**src/design/decim_cfg.svh**
```systemverilog
`ifndef DECIM_CFG_SVH
`define DECIM_CFG_SVH

// Modulator code width, read as signed -2..1
`define DECIM_SAMPLE_W 2

// Codes per frame, also the decimation factor
`define DECIM_RATIO 8

// FIR length, a whole number of frames
`define DECIM_TAPS 16

// Unsigned coefficient width
`define DECIM_COEF_W 6

// Signed FIR sum width
`define DECIM_FIR_W 10

// Signed recursion accumulator width
`define DECIM_ACC_W 16

// Leak of the recursion as a right shift
`define DECIM_LEAK_SHIFT 3

// Offset-binary output word width
`define DECIM_OUT_W 14

// Input buffer depth and starting source credits
`define DECIM_IN_CREDITS 4

// Result FIFO depth
`define DECIM_OUT_DEPTH 4

`endif

```
**src/design/filterPkg.sv**
```systemverilog
`include "decim_cfg.svh"

package filterPkg;

    // One modulator code
    typedef logic signed [`DECIM_SAMPLE_W-1:0] codeT;

    // FIR coefficient, always positive
    typedef logic [`DECIM_COEF_W-1:0] coefT;

    // Lookahead FIR result
    typedef logic signed [`DECIM_FIR_W-1:0] firSumT;

    // Lookback accumulator
    typedef logic signed [`DECIM_ACC_W-1:0] accValueT;

    // First frame only loads history
    typedef enum logic {
        stWarm,
        stRun
    } stageStateT;

    // Triangular window, tap 0 is the newest code
    function automatic coefT coefTap(input int k);
        int weight;
        if (k < `DECIM_RATIO) begin
            weight = k + 1;
        end else begin
            weight = `DECIM_TAPS - k;
        end
        return coefT'(weight);
    endfunction

    // Signed product of one code with its tap weight
    function automatic firSumT tapProduct(input codeT code, input int k);
        firSumT coefExt;
        firSumT codeExt;
        coefExt = firSumT'({1'b0, coefTap(k)});
        codeExt = firSumT'(code);
        return coefExt * codeExt;
    endfunction

endpackage

```
**src/design/streamPkg.sv**
```systemverilog
`include "decim_cfg.svh"

package streamPkg;
    import filterPkg::*;

    // Oldest code at index 0
    typedef codeT [`DECIM_RATIO-1:0] frameCodesT;

    // Source to input side
    typedef struct packed {
        logic valid;
        codeT code;
    } sampleBeatT;

    // Input side to lookahead FIR
    typedef struct packed {
        logic       valid;
        frameCodesT codes;
    } frameWordT;

    // Lookahead FIR to recursion
    typedef struct packed {
        logic   valid;
        firSumT sum;
    } firWordT;

    // Recursion to output side
    typedef struct packed {
        logic     valid;
        accValueT value;
    } accWordT;

    // Output side to sink, offset binary
    typedef struct packed {
        logic                    valid;
        logic [`DECIM_OUT_W-1:0] data;
    } resultWordT;

endpackage

```
**src/design/frameCollector.sv**
```systemverilog
`timescale 1ns/1ps
`include "decim_cfg.svh"

module frameCollector
    import streamPkg::*, filterPkg::*;
(
    input  logic       clkDS,
    input  logic       rstN,
    input  sampleBeatT inBeat,
    output logic       inCredit,
    output frameWordT  frame,
    input  logic       frameCredit
);

    localparam int depth = `DECIM_IN_CREDITS;
    localparam int ptrW = $clog2(depth);
    localparam int posW = $clog2(`DECIM_RATIO);

    codeT            fifoMem [depth];
    logic [ptrW-1:0] wrPtr;
    logic [ptrW-1:0] rdPtr;
    logic [ptrW:0]   fifoCount;

    frameCodesT      frameCodes;
    logic [posW-1:0] codePos;
    logic            frameFull;
    logic            firCredit;

    logic push;
    logic pop;
    logic sendFrame;

    assign push = inBeat.valid;
    assign sendFrame = frameFull && firCredit;
    // Drain stalls while a finished frame waits for credit
    assign pop = (fifoCount != '0) && (!frameFull || sendFrame);
    assign inCredit = pop;

    assign frame.valid = sendFrame;
    assign frame.codes = frameCodes;

    always_ff @(posedge clkDS) begin
        if (push) begin
            fifoMem[wrPtr] <= inBeat.code;
        end
        if (pop) begin
            frameCodes[codePos] <= fifoMem[rdPtr];
        end
    end

    always_ff @(posedge clkDS or negedge rstN) begin
        if (!rstN) begin
            wrPtr <= '0;
            rdPtr <= '0;
            fifoCount <= '0;
        end else begin
            if (push) begin
                wrPtr <= wrPtr + 1'b1;
            end
            if (pop) begin
                rdPtr <= rdPtr + 1'b1;
            end
            case ({push, pop})
                2'b10: fifoCount <= fifoCount + 1'b1;
                2'b01: fifoCount <= fifoCount - 1'b1;
                default: fifoCount <= fifoCount;
            endcase
        end
    end

    // Frame assembly and the single credit toward the FIR
    always_ff @(posedge clkDS or negedge rstN) begin
        if (!rstN) begin
            codePos <= '0;
            frameFull <= 1'b0;
            firCredit <= 1'b1;
        end else begin
            if (pop) begin
                codePos <= (codePos == posW'(`DECIM_RATIO - 1)) ? '0 : codePos + 1'b1;
            end
            if (pop && codePos == posW'(`DECIM_RATIO - 1)) begin
                frameFull <= 1'b1;
            end else if (sendFrame) begin
                frameFull <= 1'b0;
            end
            if (sendFrame && !frameCredit) begin
                firCredit <= 1'b0;
            end else if (!sendFrame && frameCredit) begin
                firCredit <= 1'b1;
            end
        end
    end

endmodule

```
**src/design/hybridDecim.sv**
```systemverilog
`timescale 1ns/1ps

module hybridDecim
    import streamPkg::*;
#(
    parameter int sinkCredits = 2
) (
    input  logic       clkDS,
    input  logic       rstN,
    input  sampleBeatT inBeat,
    output logic       inCredit,
    output resultWordT outWord,
    input  logic       outCredit
);

    frameWordT frame;
    logic      frameCredit;
    firWordT   fir;
    accWordT   acc;
    logic      slotCredit;

    frameCollector u_frameCollector (
        .clkDS       (clkDS),
        .rstN        (rstN),
        .inBeat      (inBeat),
        .inCredit    (inCredit),
        .frame       (frame),
        .frameCredit (frameCredit)
    );

    // Slot credits skip the recursion and return straight to the FIR
    lookaheadFir u_lookaheadFir (
        .clkDS       (clkDS),
        .rstN        (rstN),
        .frame       (frame),
        .frameCredit (frameCredit),
        .slotCredit  (slotCredit),
        .fir         (fir)
    );

    lookbackRecursion u_lookbackRecursion (
        .clkDS (clkDS),
        .rstN  (rstN),
        .fir   (fir),
        .acc   (acc)
    );

    resultQueue #(
        .sinkCredits (sinkCredits)
    ) u_resultQueue (
        .clkDS      (clkDS),
        .rstN       (rstN),
        .acc        (acc),
        .slotCredit (slotCredit),
        .outWord    (outWord),
        .outCredit  (outCredit)
    );

endmodule

```
**src/design/lookaheadFir.sv**
```systemverilog
`timescale 1ns/1ps
`include "decim_cfg.svh"

module lookaheadFir
    import streamPkg::*, filterPkg::*;
(
    input  logic      clkDS,
    input  logic      rstN,
    input  frameWordT frame,
    output logic      frameCredit,
    input  logic      slotCredit,
    output firWordT   fir
);

    localparam int groupSize = 4;
    localparam int numGroups = `DECIM_TAPS / groupSize;
    localparam int slotW = $clog2(`DECIM_OUT_DEPTH + 1);

    stageStateT       state;
    logic [slotW-1:0] slotCount;

    frameCodesT pendCodes;
    logic       pendValid;
    frameCodesT histCodes;
    logic       accept;
    logic       runAccept;

    codeT   window [`DECIM_TAPS];
    firSumT groupSum [numGroups];
    firSumT partialSum [numGroups];
    logic   partialValid;
    firSumT totalSum;
    firSumT firSum;
    logic   firValid;

    // Warm-up frame needs no result slot
    assign accept = pendValid && (state == stWarm || slotCount != '0);
    assign runAccept = accept && (state == stRun);

    // Tap 0 is the newest code of the current frame
    always_comb begin
        for (int k = 0; k < `DECIM_RATIO; k++) begin
            window[k] = pendCodes[`DECIM_RATIO - 1 - k];
            window[k + `DECIM_RATIO] = histCodes[`DECIM_RATIO - 1 - k];
        end
    end

    always_comb begin
        for (int g = 0; g < numGroups; g++) begin
            groupSum[g] = '0;
            for (int i = 0; i < groupSize; i++) begin
                groupSum[g] = groupSum[g]
                    + tapProduct(window[g * groupSize + i], g * groupSize + i);
            end
        end
    end

    always_comb begin
        totalSum = '0;
        for (int g = 0; g < numGroups; g++) begin
            totalSum = totalSum + partialSum[g];
        end
    end

    // Payload path: holding register, history, two pipeline stages
    always_ff @(posedge clkDS) begin
        if (frame.valid) begin
            pendCodes <= frame.codes;
        end
        if (accept) begin
            histCodes <= pendCodes;
        end
        if (runAccept) begin
            partialSum <= groupSum;
        end
        if (partialValid) begin
            firSum <= totalSum;
        end
    end

    always_ff @(posedge clkDS or negedge rstN) begin
        if (!rstN) begin
            state <= stWarm;
            pendValid <= 1'b0;
            frameCredit <= 1'b0;
            slotCount <= slotW'(`DECIM_OUT_DEPTH);
            partialValid <= 1'b0;
            firValid <= 1'b0;
        end else begin
            if (frame.valid) begin
                pendValid <= 1'b1;
            end else if (accept) begin
                pendValid <= 1'b0;
            end
            frameCredit <= accept;
            if (accept) begin
                state <= stRun;
            end
            case ({runAccept, slotCredit})
                2'b10: slotCount <= slotCount - 1'b1;
                2'b01: slotCount <= slotCount + 1'b1;
                default: slotCount <= slotCount;
            endcase
            partialValid <= runAccept;
            firValid <= partialValid;
        end
    end

    assign fir.valid = firValid;
    assign fir.sum = firSum;

endmodule

```
**src/design/lookbackRecursion.sv**
```systemverilog
`timescale 1ns/1ps
`include "decim_cfg.svh"

module lookbackRecursion
    import streamPkg::*, filterPkg::*;
(
    input  logic    clkDS,
    input  logic    rstN,
    input  firWordT fir,
    output accWordT acc
);

    accValueT accReg;
    logic     accValid;
    accValueT firExt;
    accValueT leakTerm;
    accValueT nextAcc;

    // Sign-extend the FIR sum to accumulator width
    assign firExt = accValueT'(fir.sum);

    // Arithmetic shift keeps the leak sign-correct
    assign leakTerm = accReg >>> `DECIM_LEAK_SHIFT;

    assign nextAcc = accReg + firExt - leakTerm;

    // One update per FIR result, otherwise hold
    always_ff @(posedge clkDS or negedge rstN) begin
        if (!rstN) begin
            accReg <= '0;
            accValid <= 1'b0;
        end else begin
            accValid <= fir.valid;
            if (fir.valid) begin
                accReg <= nextAcc;
            end
        end
    end

    // The register holds the freshly updated value
    assign acc.valid = accValid;
    assign acc.value = accReg;

endmodule

```
**src/design/resultQueue.sv**
```systemverilog
`timescale 1ns/1ps
`include "decim_cfg.svh"

module resultQueue
    import streamPkg::*, filterPkg::*;
#(
    parameter int sinkCredits = 2
) (
    input  logic       clkDS,
    input  logic       rstN,
    input  accWordT    acc,
    output logic       slotCredit,
    output resultWordT outWord,
    input  logic       outCredit
);

    localparam int depth = `DECIM_OUT_DEPTH;
    localparam int ptrW = $clog2(depth);
    localparam int sinkW = $clog2(sinkCredits + 1);
    localparam accValueT outMax = accValueT'(2 ** (`DECIM_OUT_W - 1) - 1);
    localparam accValueT outMin = accValueT'(-(2 ** (`DECIM_OUT_W - 1)));

    logic signed [`DECIM_OUT_W-1:0] satValue;
    logic [`DECIM_OUT_W-1:0]        offsetWord;

    logic [`DECIM_OUT_W-1:0] fifoMem [depth];
    logic [ptrW-1:0]         wrPtr;
    logic [ptrW-1:0]         rdPtr;
    logic [ptrW:0]           fifoCount;
    logic [sinkW-1:0]        sinkCount;

    logic push;
    logic pop;

    // Clamp to the signed output range
    always_comb begin
        if (acc.value > outMax) begin
            satValue = outMax[`DECIM_OUT_W-1:0];
        end else if (acc.value < outMin) begin
            satValue = outMin[`DECIM_OUT_W-1:0];
        end else begin
            satValue = acc.value[`DECIM_OUT_W-1:0];
        end
    end

    // Offset binary: flip the sign bit
    assign offsetWord = {~satValue[`DECIM_OUT_W-1], satValue[`DECIM_OUT_W-2:0]};

    assign push = acc.valid;
    assign pop = (fifoCount != '0) && (sinkCount != '0);

    assign outWord.valid = pop;
    assign outWord.data = fifoMem[rdPtr];
    // Freed slot goes back to the FIR
    assign slotCredit = pop;

    always_ff @(posedge clkDS) begin
        if (push) begin
            fifoMem[wrPtr] <= offsetWord;
        end
    end

    always_ff @(posedge clkDS or negedge rstN) begin
        if (!rstN) begin
            wrPtr <= '0;
            rdPtr <= '0;
            fifoCount <= '0;
            sinkCount <= sinkW'(sinkCredits);
        end else begin
            if (push) begin
                wrPtr <= wrPtr + 1'b1;
            end
            if (pop) begin
                rdPtr <= rdPtr + 1'b1;
            end
            case ({push, pop})
                2'b10: fifoCount <= fifoCount + 1'b1;
                2'b01: fifoCount <= fifoCount - 1'b1;
                default: fifoCount <= fifoCount;
            endcase
            case ({pop, outCredit})
                2'b10: sinkCount <= sinkCount - 1'b1;
                2'b01: sinkCount <= sinkCount + 1'b1;
                default: sinkCount <= sinkCount;
            endcase
        end
    end

endmodule

```
**config.mk**
```make
export PLATFORM = sky130hd
export DESIGN_NAME = hybridDecim
export DESIGN_NICKNAME = d
export VERILOG_FILES = /design/src/design/filterPkg.sv /design/src/design/streamPkg.sv /design/src/design/frameCollector.sv /design/src/design/hybridDecim.sv /design/src/design/lookaheadFir.sv /design/src/design/lookbackRecursion.sv /design/src/design/resultQueue.sv
export VERILOG_INCLUDE_DIRS = /design/src /design/src/design
export SDC_FILE = /design/constraint.sdc
export NUM_CORES = 1
export LEC_CHECK = 0
export BUFFER_PORTS_ARGS = -buffer_cell sky130_fd_sc_hd__buf_2
export CORE_UTILIZATION = 25
export CTS_CLUSTER_SIZE = 28
export DETAILED_ROUTE_END_ITERATION = 10
export PLACE_DENSITY = 0.43
export REMOVE_ABC_BUFFERS = 1
export SYNTH_ARGS = -nofsm -noshare
export SYNTH_HDL_FRONTEND = slang
export SYNTH_SLANG_ARGS = --single-unit
```
**constraint.sdc**
```tcl
create_clock -name clkDS -period 9.83 [get_ports clkDS]
set_clock_uncertainty 0.15 [all_clocks]
set_input_delay 2.4575 -clock clkDS [delete_from_list [all_inputs] [get_ports clkDS]]
set_output_delay 2.4575 -clock clkDS [all_outputs]
set_load 0.005 [all_outputs]
```
==> impl_metrics.ini <==
[worst_setup_path]
r2r_cells = 12
critPathCaptureType = primary output
worstPathArrival_ns = 2.27
rrSetupSlack_ns = 6.20
rr_endpoint = u_lookaheadFir.partialSum[19]
required_ns = 7.22
cp-start-kind = register
cp_cell_sequence = mux4_2 -> buf_2
slowest_delay_ns = 0.97
timing.rr.start = u_lookaheadFir.histCodes[12]
worstPathMaxFanout = 16
crit_slowest_cell = dfrtp_1
path_class = register to primary output

[floorplanning]
die_h_um = 215.8
fp.dieArea_um2 = 46560
io_pins = 22
initial_core_util = 0.2561
core_um2 = 44610
core.rowCount = 77
die_x_um = 215.8

[power_and_ir_drop]
internal-power_uw = 1684
worst_ir_drop_vdd_v = 0.0001198
clock_power_share = 0.467
swShare = 0.2143
leakage_uw = 0.005363
power.density_nw_per_um2 = 163.1
p_comb_frac = 0.053
p_switching_uw = 459.4
power.sequential.fraction = 0.479

[clock_tree]
clock_latency_ns = 0.53
cts.hold.buffers_added = 0
clockBufferDepth = 3
ctsResizeCount = 0
post_cts_buffers = 0
cts_made_buffers = 24
cts_sinks = 208
tritoncts = done
root_buffer = clkbuf_16
path_clk_slew_ns = 0.06
htreeDepth = 1

[timing]
holdWs_ns = 0.2667
drv_slew = 0
setup_viol = 0
final_hold_viol_count = 0
clock.fmax_mhz = 205.0
finalSetupTns_ns = 0
period_needed_ns = 4.877
worstMarginPinSlew_ns = 0.9645
slew-limit-headroom = 0.3570
min_period_over_period = 0.4961
rsz0062_at_grt = no

[global_route]
first_global_vias = 6461
grt_start_max_net_pins = 47
overflow = 0
antenna_found_initial = 0
grt_usage = 0.09004
grt_first_pass_wirelength_mm = 33.60

[detailed_routing]
remaining_drc_errors = 0
routed-via-count = 6108
post_drt_via_cell_ratio = 4.016
totalWireLength_mm = 20.11
wl_per_cell_um = 13.22
drt_pass1_iterations = 4
drtAntennaViolNets = 0
drt_iter0_markers = 222

[synth]
async_flop_share = 0.2212
yosys-top-cells-count = 184 x inv_1, 162 x edfxtp_1, 84 x ha_1
synth.most_common_cell = inv_1
avgSynthCellArea_um2 = 13.09
synth_top_area_frac = 0.4258
ys_seq_area_frac = 0.5268
syn_inst = 873
syn_area_um2 = 11430
yosysWarnings = 0
yosysTopAreaCell = edfxtp_1
synth_ff_type = edfxtp_1
synth_cell_type_count = 54
synth-seq-cells = 208
synth_edf_count = 162
synth.area.top_cells = edfxtp_1 43%, fa_1 11%, dfrtp_1 9.4%

[place]
gp_congestion = 0.7656
hpwlAfterDp_mm = 15.12
dp.cells = 1477
port_buffers = 21
placed_area_um2 = 12230

[min_path]
hold_class = register to register
holdPathStages = 0
hp-start = u_frameCollector.frame[3]
holdPathEnd = u_lookaheadFir.pendCodes[3]

[cells_and_area]
final_net_count = 1066
final_area_um2 = 13150
seqCellArea_um2 = 6020
antennaDiodeCount = 0
multi_input_area_um2 = 4639
stdcell_count = 1521
fillers = 4531
syn_to_final_growth_pct = 15.05
drive_above_1_share = 0.1033

[run_status]
status = finished, final reports clean

[run]
cap_violations = 0
==> critical path, delay by kind of cell (launching register included) <==
family | cells | cell delay, ns
muxes | 1 | 0.61
DFF | 1 | 0.97
buffers and inverters | 1 | 0.14
==> layout by cell type, fill, tap and decap left out, drive strengths merged, types with 2 or more instances in the layout <==
cell type	count
nor2	24
nor3	10
and4	2
and2b	2
dfrtp	43
ha	84
or2	2
nor2b	10
edfxtp	162
bufinv	4
nand3	9
mux2	2
nand2	28
o21ai	26
a21o	22
dfstp	3
fa	65
o22ai	13
clkbuf	33
inv	185
nand4	4
mux4	16
and3	2
xor2	19
mux2i	7
xnor2	33
o31ai	7
a21boi	2
o21a	5
a21oi	30
buf	25
and2	9
clkinv	7
o21bai	3
nand2b	18
==> logic make-up after synthesis <==
group | share of synthesized area
AO/OA/AOI/OAI | 0.06439
XOR/XNOR | 0.03986
adder cells (fa/ha/maj) | 0.2059
buffers and inverters | 0.06713
flip-flops | 0.5268
multiplexers | 0.03964
AND/OR/NAND/NOR | 0.05629
==> how the worst max path moves through the flow <==
stage                 endpoint  cells after the start                   start
CTS                 outWord[6]                      2  u_resultQueue.rdPtr[0]
finish              outWord[6]                      2  u_resultQueue.rdPtr[0]
floorplan           outWord[0]                      1  u_resultQueue.rdPtr[0]
global route        outWord[6]                      2  u_resultQueue.rdPtr[0]
detailed placement  outWord[6]                      2  u_resultQueue.rdPtr[0]
global placement    outWord[4]                      2  u_resultQueue.rdPtr[0]
==> flip-flops by register name (all words and copies together), names as in the netlist, 2 cells and up <==
signal	flops
u_frameCollector.fifoCount	3
u_resultQueue.rdPtr	2
u_lookaheadFir.firSum	10
u_lookaheadFir.slotCount	3
u_frameCollector.fifoMem	8
u_resultQueue.fifoMem	56
u_lookbackRecursion.accReg	16
u_resultQueue.wrPtr	2
u_resultQueue.sinkCount	2
u_frameCollector.rdPtr	2
u_lookaheadFir.partialSum	40
u_frameCollector.wrPtr	2
u_lookaheadFir.histCodes	16
u_frameCollector.frame	16
u_frameCollector.codePos	3
u_lookaheadFir.pendCodes	16
u_resultQueue.fifoCount	3
==> per-layer routing <==
layer / global-route usage / wire length (um) / share of wire
met1: 0.1078 / 8795 / 0.44
met2: 0.1621 / 10210 / 0.51
met3: 0.01776 / 601 / 0.030
met4: 0.02648 / 498 / 0.025
met5: 0 / 0 / 0
==> per-stage QoR <==
| step | util | setup WS (ns) | power (uW) |
|---|---|---|---|
| after floorplan | - | 5.812 | 1127 |
| after global placement | 0.2742 | 5.471 | 1164 |
| after detailed placement | 0.2742 | 5.447 | 1165 |
| after CTS | 0.2947 | 4.866 | 2184 |
| after global routing | 0.2947 | 4.759 | 2236 |
| final | 0.2947 | 4.953 | 2144 |
==> layout make-up <==
cell class	count	share of cell area
clock inverters	11	0.01247
well taps	592	0.05635
inverters	186	0.05311
flip-flops and latches	208	0.4579
multi-input cells	466	0.3529
repair buffers	25	0.01028
clock buffers	33	0.05692
==> power groups by stage <==
stage	Sequential, uW	Combinational, uW	Clock, uW
6_report	1030	114	1000
5_1_grt	1030	134	1070
4_1_cts	1030	119	1040
3_5_place_dp	1050	118	0
3_3_place_gp	1050	118	0
2_1_floorplan	1040	90.0	0
No activity file was read; power rests on OpenSTA's default activity.
